<file path="src/design/qdr_phy_defines.svh">
`ifndef QDR_PHY_DEFINES_SVH
`define QDR_PHY_DEFINES_SVH

// ************************************************************************
// Read calibration sizing
// ************************************************************************

// Read data lanes, one trainer and one corrector each
`define QDR_DATA_WIDTH 18

// Input delay line
`define QDR_TAP_COUNT 32
`define QDR_TAP_BITS 5

// Cycles between a tap change and its sample
`define QDR_SETTLE_CYCLES 4

// Sequencer wait lengths
`define QDR_READ_WAIT 15    // Write to first read data
`define QDR_FINISH_WAIT 7   // Trailing reads after training

`endif
</file>
<file path="src/design/qdr_tap_pkg.sv">
`default_nettype none

`include "qdr_phy_defines.svh"

package qdr_tap_pkg;

  // Delay tap index
  typedef logic [`QDR_TAP_BITS-1:0] tap_t;

  localparam tap_t TAP_LAST = tap_t'(`QDR_TAP_COUNT - 1);

  // Per lane trainer
  typedef enum logic [2:0] {
    TRAIN_RESET  = 3'd0,  // Idle until train_start
    TRAIN_SETTLE = 3'd1,
    TRAIN_SAMPLE = 3'd2,
    TRAIN_STEP   = 3'd3,  // One increment pulse
    TRAIN_CENTER = 3'd4,  // Walk back to window centre
    TRAIN_DONE   = 3'd5
  } train_state_t;

endpackage

`default_nettype wire

</file>
<file path="src/design/qdr_align_pkg.sv">
`default_nettype none

// ************************************************************************
// Bit alignment sequencer
// ************************************************************************

package qdr_align_pkg;

  // Top level calibration flow
  typedef enum logic [2:0] {
    ALIGN_IDLE   = 3'd0,  // Waiting for start
    ALIGN_WRITE  = 3'd1,  // Single training write
    ALIGN_WAIT   = 3'd2,  // Read latency
    ALIGN_TRAIN  = 3'd3,  // Lanes sweep their taps
    ALIGN_FINISH = 3'd4,
    ALIGN_DONE   = 3'd5   // Held until reset
  } align_state_t;

endpackage

`default_nettype wire

</file>
<file path="src/design/qdr_phy_bit_align.sv">
`timescale 1ns/1ps
`default_nettype none

`include "qdr_phy_defines.svh"

module qdr_phy_bit_align (
  input  wire                        clk0,
  input  wire                        reset,

  input  wire                        bit_align_start,
  output logic                       bit_align_done,
  output logic                       bit_align_fail,

  output wire  [`QDR_DATA_WIDTH-1:0] dly_inc_dec_n,
  output wire  [`QDR_DATA_WIDTH-1:0] dly_en,
  output wire  [`QDR_DATA_WIDTH-1:0] dly_rst,

  output logic                       qdr_w_n,
  output logic                       qdr_r_n,
  input  wire  [`QDR_DATA_WIDTH-1:0] qdr_q_rise,
  input  wire  [`QDR_DATA_WIDTH-1:0] qdr_q_fall,

  output wire  [`QDR_DATA_WIDTH-1:0] qdr_q_rise_cal,
  output wire  [`QDR_DATA_WIDTH-1:0] qdr_q_fall_cal
);
  import qdr_align_pkg::*;

  localparam int READ_W   = $clog2(`QDR_READ_WAIT + 1);
  localparam int FINISH_W = $clog2(`QDR_FINISH_WAIT + 1);

  align_state_t               state;
  logic [READ_W-1:0]          read_wait;
  logic [FINISH_W-1:0]        finish_wait;
  logic                       fail_q;       // Any lane without a window
  logic                       train_start;
  logic [`QDR_DATA_WIDTH-1:0] train_done;
  logic [`QDR_DATA_WIDTH-1:0] train_fail;
  logic [`QDR_DATA_WIDTH-1:0] aligned;

  // ************************************************************************
  // Calibration sequencer
  // ************************************************************************

  // Last cycle of the read wait kicks off every lane
  assign train_start = (state == ALIGN_WAIT) && (read_wait == '0);

  always_ff @(posedge clk0) begin
    if (reset) begin
      state  <= ALIGN_IDLE;
      fail_q <= 1'b0;
    end else begin
      case (state)
        ALIGN_IDLE: begin
          if (bit_align_start) state <= ALIGN_WRITE;
        end

        ALIGN_WRITE: begin
          read_wait <= READ_W'(`QDR_READ_WAIT);
          state     <= ALIGN_WAIT;
        end

        ALIGN_WAIT: begin
          if (read_wait != '0) begin
            read_wait <= read_wait - 1'b1;
          end else begin
            state <= ALIGN_TRAIN;
          end
        end

        ALIGN_TRAIN: begin
          if (&train_done) begin
            fail_q      <= |train_fail;
            finish_wait <= '0;
            state       <= ALIGN_FINISH;
          end
        end

        ALIGN_FINISH: begin
          if (finish_wait == FINISH_W'(`QDR_FINISH_WAIT)) begin
            state <= ALIGN_DONE;
          end else begin
            finish_wait <= finish_wait + 1'b1;
          end
        end

        ALIGN_DONE: begin
          // Stay until reset
        end

        default: state <= ALIGN_IDLE;
      endcase
    end
  end

  assign bit_align_done = (state == ALIGN_DONE);
  assign bit_align_fail = fail_q && (state == ALIGN_DONE);  // Reported with done

  // SRAM strobes, active low
  assign qdr_w_n = (state != ALIGN_WRITE);
  assign qdr_r_n = !(state == ALIGN_WAIT || state == ALIGN_TRAIN ||
                     state == ALIGN_FINISH);

  // ************************************************************************
  // Lane arrays
  // ************************************************************************

  qdr_phy_bit_train u_train [`QDR_DATA_WIDTH-1:0] (
    .clk0          (clk0),
    .reset         (reset),
    .train_start   (train_start),
    .q_rise        (qdr_q_rise),
    .q_fall        (qdr_q_fall),
    .train_done    (train_done),
    .train_fail    (train_fail),
    .aligned       (aligned),
    .dly_inc_dec_n (dly_inc_dec_n),
    .dly_en        (dly_en),
    .dly_rst       (dly_rst)
  );

  // Re-pairs half-cycle late lanes into whole words
  qdr_phy_bit_correct u_correct [`QDR_DATA_WIDTH-1:0] (
    .clk0       (clk0),
    .reset      (reset),
    .aligned    (aligned),
    .q_rise     (qdr_q_rise),
    .q_fall     (qdr_q_fall),
    .q_rise_cal (qdr_q_rise_cal),
    .q_fall_cal (qdr_q_fall_cal)
  );

endmodule

`default_nettype wire

</file>
<file path="src/design/qdr_phy_bit_correct.sv">
`timescale 1ns/1ps
`default_nettype none

module qdr_phy_bit_correct (
  input  wire  clk0,
  input  wire  reset,
  input  wire  aligned,
  input  wire  q_rise,
  input  wire  q_fall,
  output logic q_rise_cal,
  output logic q_fall_cal
);

  logic rise_d1;
  logic fall_d1;

  // First stage, raw capture
  always_ff @(posedge clk0) begin
    rise_d1 <= q_rise;
    fall_d1 <= q_fall;
  end

  // Second stage picks the pairing
  // A late lane carries the word start on fall and its end on the next rise
  always_ff @(posedge clk0) begin
    if (reset) begin
      q_rise_cal <= 1'b0;
      q_fall_cal <= 1'b0;
    end else if (aligned) begin
      q_rise_cal <= rise_d1;
      q_fall_cal <= fall_d1;
    end else begin
      q_rise_cal <= fall_d1;  // Fall of the starting cycle
      q_fall_cal <= q_rise;   // Rise of the following cycle
    end
  end

endmodule

`default_nettype wire

</file>
<file path="src/design/qdr_phy_bit_train.sv">
`timescale 1ns/1ps
`default_nettype none

`include "qdr_phy_defines.svh"

module qdr_phy_bit_train (
  input  wire  clk0,
  input  wire  reset,
  input  wire  train_start,
  input  wire  q_rise,
  input  wire  q_fall,
  output logic train_done,
  output logic train_fail,
  output logic aligned,
  output logic dly_inc_dec_n,
  output logic dly_en,
  output logic dly_rst
);
  import qdr_tap_pkg::*;

  localparam int SETTLE_W = $clog2(`QDR_SETTLE_CYCLES + 1);

  train_state_t          state;
  tap_t                  tap;         // Tap the delay line is at
  tap_t                  first_tap;
  tap_t                  last_tap;
  tap_t                  center_tap;
  logic [SETTLE_W-1:0]   settle_cnt;
  logic [`QDR_TAP_BITS:0] tap_sum;
  logic                  found;       // Window start seen
  logic                  centred;     // Back at the centre tap
  logic                  gap;         // Spaces out centring pulses
  logic                  valid;

  // Training word is rise 1, fall 0, so a clean eye gives differing halves
  assign valid      = q_rise ^ q_fall;
  assign tap_sum    = {1'b0, first_tap} + {1'b0, last_tap};
  assign center_tap = tap_sum[`QDR_TAP_BITS:1];
  assign train_done = (state == TRAIN_DONE);

  always_ff @(posedge clk0) begin
    if (reset) begin
      state         <= TRAIN_RESET;
      train_fail    <= 1'b0;
      aligned       <= 1'b0;
      found         <= 1'b0;
      centred       <= 1'b0;
      gap           <= 1'b0;
      dly_en        <= 1'b0;
      dly_inc_dec_n <= 1'b0;
      dly_rst       <= 1'b0;
    end else begin
      dly_en        <= 1'b0;  // All delay controls are single pulses
      dly_inc_dec_n <= 1'b0;
      dly_rst       <= 1'b0;

      case (state)
        TRAIN_RESET: begin
          if (train_start) begin
            dly_rst    <= 1'b1;
            tap        <= '0;
            found      <= 1'b0;
            centred    <= 1'b0;
            train_fail <= 1'b0;
            aligned    <= 1'b0;
            settle_cnt <= '0;
            state      <= TRAIN_SETTLE;
          end
        end

        TRAIN_SETTLE: begin
          if (settle_cnt == SETTLE_W'(`QDR_SETTLE_CYCLES - 1)) begin
            state <= TRAIN_SAMPLE;
          end else begin
            settle_cnt <= settle_cnt + 1'b1;
          end
        end

        TRAIN_SAMPLE: begin
          if (centred) begin
            // Rise low at the centre means the lane is half a cycle late
            aligned <= q_rise;
            state   <= TRAIN_DONE;
          end else begin
            if (valid) begin
              if (!found) first_tap <= tap;
              last_tap <= tap;
              found    <= 1'b1;
            end
            if ((valid || !found) && tap != TAP_LAST) begin
              state <= TRAIN_STEP;
            end else if (valid || found) begin
              dly_rst <= 1'b1;       // Run ended or taps exhausted
              tap     <= '0;
              gap     <= 1'b1;       // Keep rst and first en apart
              state   <= TRAIN_CENTER;
            end else begin
              dly_rst    <= 1'b1;    // No eye, park at tap 0
              tap        <= '0;
              train_fail <= 1'b1;
              state      <= TRAIN_DONE;
            end
          end
        end

        TRAIN_STEP: begin
          dly_en        <= 1'b1;
          dly_inc_dec_n <= 1'b1;
          tap           <= tap + 1'b1;
          settle_cnt    <= '0;
          state         <= TRAIN_SETTLE;
        end

        TRAIN_CENTER: begin
          if (gap) begin
            gap <= 1'b0;
          end else if (tap == center_tap) begin
            centred    <= 1'b1;
            settle_cnt <= '0;
            state      <= TRAIN_SETTLE;
          end else begin
            dly_en        <= 1'b1;
            dly_inc_dec_n <= 1'b1;
            tap           <= tap + 1'b1;
            gap           <= 1'b1;
          end
        end

        TRAIN_DONE: begin
          // Result held until reset
        end

        default: state <= TRAIN_RESET;
      endcase
    end
  end

endmodule

`default_nettype wire

</file>
<file path="config.mk">
export PLATFORM = sky130hd
export DESIGN_NAME = qdr_phy_bit_align
export DESIGN_NICKNAME = d
export VERILOG_FILES = /design/src/design/qdr_tap_pkg.sv /design/src/design/qdr_align_pkg.sv /design/src/design/qdr_phy_bit_align.sv /design/src/design/qdr_phy_bit_correct.sv /design/src/design/qdr_phy_bit_train.sv
export VERILOG_INCLUDE_DIRS = /design/src /design/src/design
export SDC_FILE = /design/constraint.sdc
export NUM_CORES = 1
export LEC_CHECK = 0
export BUFFER_PORTS_ARGS = -buffer_cell sky130_fd_sc_hd__clkbuf_2
export CORE_UTILIZATION = 45
export CTS_CLUSTER_DIAMETER = 200
export CTS_CLUSTER_SIZE = 16
export DETAILED_ROUTE_END_ITERATION = 8
export PLACE_DENSITY = 0.65
export SETUP_SLACK_MARGIN = 0.2
export SYNTH_ARGS = -nofsm -noshare
export SYNTH_HDL_FRONTEND = slang
export SYNTH_HIERARCHICAL = 1
export SYNTH_SLANG_ARGS = --single-unit
</file>
<file path="constraint.sdc">
create_clock -name clk0 -period 8.1 [get_ports clk0]
set_input_delay 1.62 -clock clk0 [delete_from_list [all_inputs] [get_ports clk0]]
set_output_delay 1.62 -clock clk0 [all_outputs]
set_load 0.1 [all_outputs]
</file>
==> impl_results.md, run 1 <==
* Die area at 69,800 µm²
* Starting DRT DRC Count at 1,525
* Vias per inst at 5.63
* Compound-Gate Fraction of Synth Area at 0.112
* CP endpoint kind: output port
* RSZ-0062 raised after global routing: no
* Io pins at 133
* Largest net degree at the start of global routing at 107
* Slew Limit Fails at 0
* Yosys warns at 6
* Async SR Flop Fraction at 0
* Number of flops mapped to enable cells by yosys at 331
* Area share of the largest cell type after synthesis at 0.321
* Clock sinks at 587
* Dpl ws at 3.75 ns
* Largest family of logic cells by synthesized area: simple AND/OR/NAND/NOR gates
* Post-CTS Resized at 0
* Final Power at 5.37 mW
* Gp weighted congestion at 0.872
* Fmax achieved at 0.266 GHz
* Postcts setup bufs at 0
* Synth top cells by count: nor2_1 (364), edfxtp_1 (331), dfxtp_1 (256), a21oi_1 (198), nand2_1 (154)
* Post-synth cell types at 75
* DRT Pass-1 Iters at 6
* Critical path launch point type: flip-flop
* Top cells by area, synth: edfxtp_1 (32%), dfxtp_1 (17%), ha_1 (5.9%), nor2_1 (4.4%), xnor2_1 (4.1%)
* Die Span Y at 264 µm
* Simple-Gate Fraction of Synth Area at 0.223
* Final core occ at 0.494
* CTS Buffer Depth at 3
* Count leader, synth: nor2_1
* Seq cells post-synth at 587
* Main synth FF type: edfxtp_1
* Max Cap Viol at 0
* Nets at 3,346
* First-pass GRT wire length at 108,000 µm
* Register area share after synthesis at 0.487
* CTS tree: yes
* Worst VDD drop at 0.153 mV
* Worst Skew at 0.0253 ns
* Routed WL per cell at 16.2 µm
* Setup ws final at 4.33 ns
* Antenna violations before repair at 1
* CTS root buf: clkbuf_16
* Average size of a mapped cell at 10.0 µm²
* Dpl hpwl at 47,300 µm
* Global route overflow at 0
* Post-synthesis mux area share at 0.0165
* Netlist Area Pre-Place at 30,900 µm²
* Share of layout cells above drive strength 1 at 0.0800
* Xor and xnor area share after synthesis at 0.0566
* Fin. Hold Viols at 0
* Synth Area in Adders at 0.0711
* Skew-Pair Late Insertion Delay at 0.59 ns
* I/O Buffers at 132
* Worst endpoint required time at 6.48 ns
* Leakage at 12.3 nW
* Status: finished clean
* Starting Density at 0.457
* Core area at 67,600 µm²
* Global Route Usage Sum at 0.185
* Routed Antenna Nets at 0
* Post-synthesis cell count at 3,084
* Final setup vio count at 0
* Vias in the first global route at 21,900
* CP Max Fanout at 8
* H-tree depth at 2
* Hold WS at 0.465 ns
* DRT Wirelength at 65,700 µm
* Setup TNS at 0 ns
* DRC at 0
* CTS buffer count at 42
* Worst Hold Class: reg -> reg
* Synth-to-Final Area Change at 8.07%
* Critical path data arrival time at 2.15 ns
* FP Rows at 95
* Clock Pin Slew Worst Setup and Hold Paths at 0.08 ns
* Tcrit/Tclk final at 0.465
* Routed vias at 22,800
* WS Path Type: reg -> out
* Largest area contributor in the netlist: edfxtp_1
* Relative slew slack at 0.179
* Die X-Extent at 264 µm
* Ant diodes at 0
* Period minus WS final at 3.77 ns
* Syn nets at 3,288
* CTS Hold Bufs at 0
* Worst Tran Pin Value at 1.22 ns
* Cell Pwr Density at 161 nW/µm²
-- critical path, stage by stage, from the launching register on --
cell	delay (ns)
dfxtp_1	0.49
nor2b_1	0.33
and3_1	0.27
clkbuf_2	0.48
-- cell type report --
| type | count | area [µm²] |
|---|---|---|
| Fill cell | 6086 | 34200 |
| Sequential cell | 587 | 15100 |
| Multi-Input combinational cell | 2243 | 14800 |
| Clock buffer | 75 | 1200 |
| Tap cell | 873 | 1090 |
| Timing Repair Buffer | 139 | 734 |
| Inverter | 129 | 484 |
| Clock inverter | 2 | 15.0 |
-- cells in the final DEF, fill, tap and decap left out, drive strengths merged, types with 17 or more instances in the layout --
cell type / count
nor2: 364
edfxtp: 331
dfxtp: 256
clkbuf: 207
a21oi: 199
nand2: 154
ha: 147
xnor2: 145
nor3: 144
inv: 131
nand2b: 105
nor2b: 92
o21ai: 84
and3: 76
nand3: 56
xor2: 55
nor4: 54
mux2i: 51
or3: 51
nand3b: 38
o21a: 35
o211ai: 35
nor3b: 33
nand4: 24
and2: 22
a31oi: 21
a311oi: 20
a22o: 19
o31a: 18
o2111ai: 18
a22oi: 18
fa: 18
or3b: 18
or4b: 18
o41ai: 17
-- power by group --
part           leakage (nW)  switching (mW)  internal, mW
registers              5.21         0.00906          3.13
clock network         0.577            1.02          1.00
logic                  6.52           0.158        0.0406
-- metrics by stage --
step / instance area (µm²) / instances
floorplan: 30900 / 3084
global placement: 32200 / 3971
detailed placement: 32200 / 3971
CTS: 33400 / 4048
global route: 33400 / 4048
finish: 33400 / 4048
-- logic make-up after synthesis --
family	after synthesis
buffers and inverters	254
AO/OA/AOI/OAI	529
XOR/XNOR	200
adder cells (fa/ha/maj)	165
multiplexers	51
AND/OR/NAND/NOR	1298
flip-flops	587
-- path summary, 6_finish.rpt --
path / startpoint / end / slack [ns] / cells past startpoint
worst max-delay path: state[2]$_SDFFE_PP0P_ / bit_align_fail / 4.33 / 3
worst min-delay path: u_correct[3]/rise_d1$_DFF_P_ / u_correct[3]/q_rise_cal$_SDFF_PP0_ / 0.47 / 2
worst max register to register: state[1]$_SDFFE_PP0P_ / u_train[13]/tap[2]$_SDFFCE_PN0P_ / 4.67 / 8
worst min register to register: u_correct[3]/rise_d1$_DFF_P_ / u_correct[3]/q_rise_cal$_SDFF_PP0_ / 0.47 / 2
-- registers in the layout, summed over array words and instances (netlist names), 54 cells and up --
register,flops
u_train/first_tap,90
u_train/tap,90
u_train/last_tap,90
u_train/settle_cnt,54
u_train/state,54
-- layer usage --
layer  wire length [µm]  GRT usage  vias up
met4               1510     0.0536        2
met2              31800      0.316      473
li1                   -          -    11300
met1              29600      0.243    11000
met5                 13          0        -
met3               2760     0.0249       89
(Power assumes the default switching activity.)
==> run 2, diff against run 1 <==
- clock period: 8.1 -> 3.6 ns (I/O delays scaled with it)
==> run 2 against run 1 <==
Compared with the run above:
- cell area rose by 0.72%
- sequential power rose by 130%
- combinational power grew 130%
- critical path depth up 5
- global-route usage is 0.52 points lower
- via count decreased by 0.34%
- register-to-register slack got worse by 4.0 ns
- final cell count rose by 0.54%
- setup slack worse by 3.7 ns
- largest power group unchanged
==> impl_results.md, run 2 (synthesis results as in run 1) <==
* CP endpoint kind: flip-flop
* Clock Pin Slew Worst Setup and Hold Paths at 0.07 ns (about the same)
* Max Cap Viol at 0 (unchanged)
* Post-DP Area at 32,400 µm² (+0.63%)
* Status: finished clean
* Largest regs: u_train/first_tap x90, u_train/last_tap x90, u_train/tap x90
* Reg2reg start: state[1]$_SDFFE_PP0P_
* Global Route Usage Sum at 0.179 (-0.00520)
* Io pins at 133 (unchanged)
* Fmax achieved at 0.340 GHz
* Vias in the first global route at 21,800 (-0.81%)
* Die area at 69,800 µm² (unchanged)
* Ant diodes at 0 (unchanged)
* Critical path launch point type: flip-flop
* Worst VDD drop at 0.404 mV (+160%)
* First-pass GRT wire length at 106,000 µm (-2.3%)
* Relative slew slack at 0.456 (+0.277)
* FP Rows at 95 (unchanged)
* DRT Wirelength at 63,800 µm (-2.8%)
* Dpl hpwl at 46,600 µm (-1.5%)
* Final setup vio count at 0 (unchanged)
* Vias per inst at 5.58 (-0.88%)
* Tcrit/Tclk final at 0.817
* Synth-to-Final Area Change at 8.84%
* I/O Buffers at 132 (unchanged)
* Starting Density at 0.457 (unchanged)
* Post-CTS Resized at 0 (unchanged)
* Critical path data arrival time at 3.14 ns (+0.99 ns)
* Antenna violations before repair at 0 (-1)
* Filler instances at 6,020 (-1.1%)
* Worst endpoint required time at 3.80 ns (-2.68 ns)
* DRT Pass-1 Iters at 5 (-1)
* Cell Pwr Density at 361 nW/µm² (+120%)
* Largest net degree at the start of global routing at 74 (-31%)
* Worst Setup SP: state[1]$_SDFFE_PP0P_
* WS Path Type: reg -> reg
* Share of layout cells above drive strength 1 at 0.0866 (+0.00664)
* Setup TNS at 0 ns (unchanged)
* Final Cell Area at 33,700 µm² (+0.72%)
* Worst Skew at 0.0144 ns (-0.0110 ns)
* CP Max Fanout at 21 (+13)
* Starting DRT DRC Count at 1,381 (-9.4%)
* Routed vias at 22,700 (-0.34%)
* Commonest non-fill, non-tap cell in the layout: nor2_1
* Core area at 67,600 µm² (unchanged)
* Leakage at 12.5 nW (+1.2%)
* CTS tree: yes
* CTS Hold Bufs at 0 (unchanged)
* H-tree depth at 2 (unchanged)
* RSZ-0062 raised after global routing: no
* Routed WL per cell at 15.7 µm (-3.3%)
* Worst Tran Pin Value at 0.810 ns (-0.410 ns)
* CTS root buf: clkbuf_16
* Gp weighted congestion at 0.885 (+1.5%)
* CTS buffer count at 42 (unchanged)
* Die Span Y at 264 µm (unchanged)
* DRC at 0 (unchanged)
* Postcts setup bufs at 0 (unchanged)
* Area occupied by multi-input gates at 14,800 µm² (unchanged)
* Period minus WS final at 2.94 ns
* FF+latch area at 15,100 µm² (unchanged)
* Clock sinks at 587 (unchanged)
* Routed Antenna Nets at 0 (unchanged)
* Nets at 3,368 (+0.66%)
* CTS Buffer Depth at 3 (unchanged)
* Hold_sp: qdr_q_fall[16]
* Global route overflow at 0 (unchanged)
* Die X-Extent at 264 µm (unchanged)
* Slew Limit Fails at 0 (unchanged)
* Worst Hold Class: in -> reg
* Skew-Pair Late Insertion Delay at 0.58 ns (about the same)
* Most frequent cells in the layout: nor2_1 (364), edfxtp_1 (331), dfxtp_1 (256)
* Fin. Hold Viols at 0 (unchanged)
* Final Power at 12.1 mW (+130%)
## run 2: cell types whose count changed in the layout (fill, tap and decap cells not counted), sizes merged
cell,change
buf,+22
clkbuf,+1
inv,-1
## run 2: through the flow
| stage | utilization | hold slack, ns | setup WS (ns) | std cells |
|---|---|---|---|---|
| finish | 0.498 | 0.296 | 0.659 | 4070 |
| global route | 0.498 | 0.266 | 0.395 | 4070 |
| CTS | 0.498 | 0.255 | 0.681 | 4070 |
| detailed placement | 0.479 | 0.456 | 0.678 | 3993 |
| global placement | 0.479 | 0.450 | 0.791 | 3993 |
| floorplan | - | 0.440 | 0.449 | 3084 |
## run 2: critical path: stages, from the launching register on
cell and delay, ns:
dfxtp_1 0.48, nor2b_4 0.26, and2_4 0.18, and3_2 0.42
buf_12 0.22, nor2_1 0.05, nor4_1 0.20, a21oi_1 0.08
a311oi_1 0.65
## run 2: final cells by class
cell class / instances / share of cell area
well taps: 873 / 0.0324
inverters: 129 / 0.0144
clock buffers: 76 / 0.0369
repair buffers: 161 / 0.0278
flip-flops and latches: 587 / 0.447
clock inverters: 1 / 0.000186
multi-input cells: 2243 / 0.441
## run 2: power by group
part           internal, mW  switching, mW
clock network          2.34           2.27
logic                0.0997          0.359
registers              7.05         0.0202
total                  9.48           2.65
## run 2: worst paths after layout
| check | to | slack, ns | cells after the start |
|---|---|---|---|
| worst max-delay path | u_train[6]/tap[4]$_SDFFCE_PN0P_ | 0.66 | 8 |
| worst min-delay path | u_correct[16]/fall_d1$_DFF_P_ | 0.30 | 1 |
| worst max register to register | u_train[6]/tap[4]$_SDFFCE_PN0P_ | 0.66 | 8 |
| worst min register to register | u_correct[6]/q_rise_cal$_SDFF_PP0_ | 0.47 | 2 |
## run 2: routing by layer
metal | vias to the layer above | GRT usage | part of all wire
met1 | 10800 | 0.236 | 0.46
met4 | 0 | 0.0448 | 0.017
li1 | 11300 | - | -
met5 | - | 0 | 0
met3 | 79 | 0.0243 | 0.044
met2 | 481 | 0.310 | 0.48
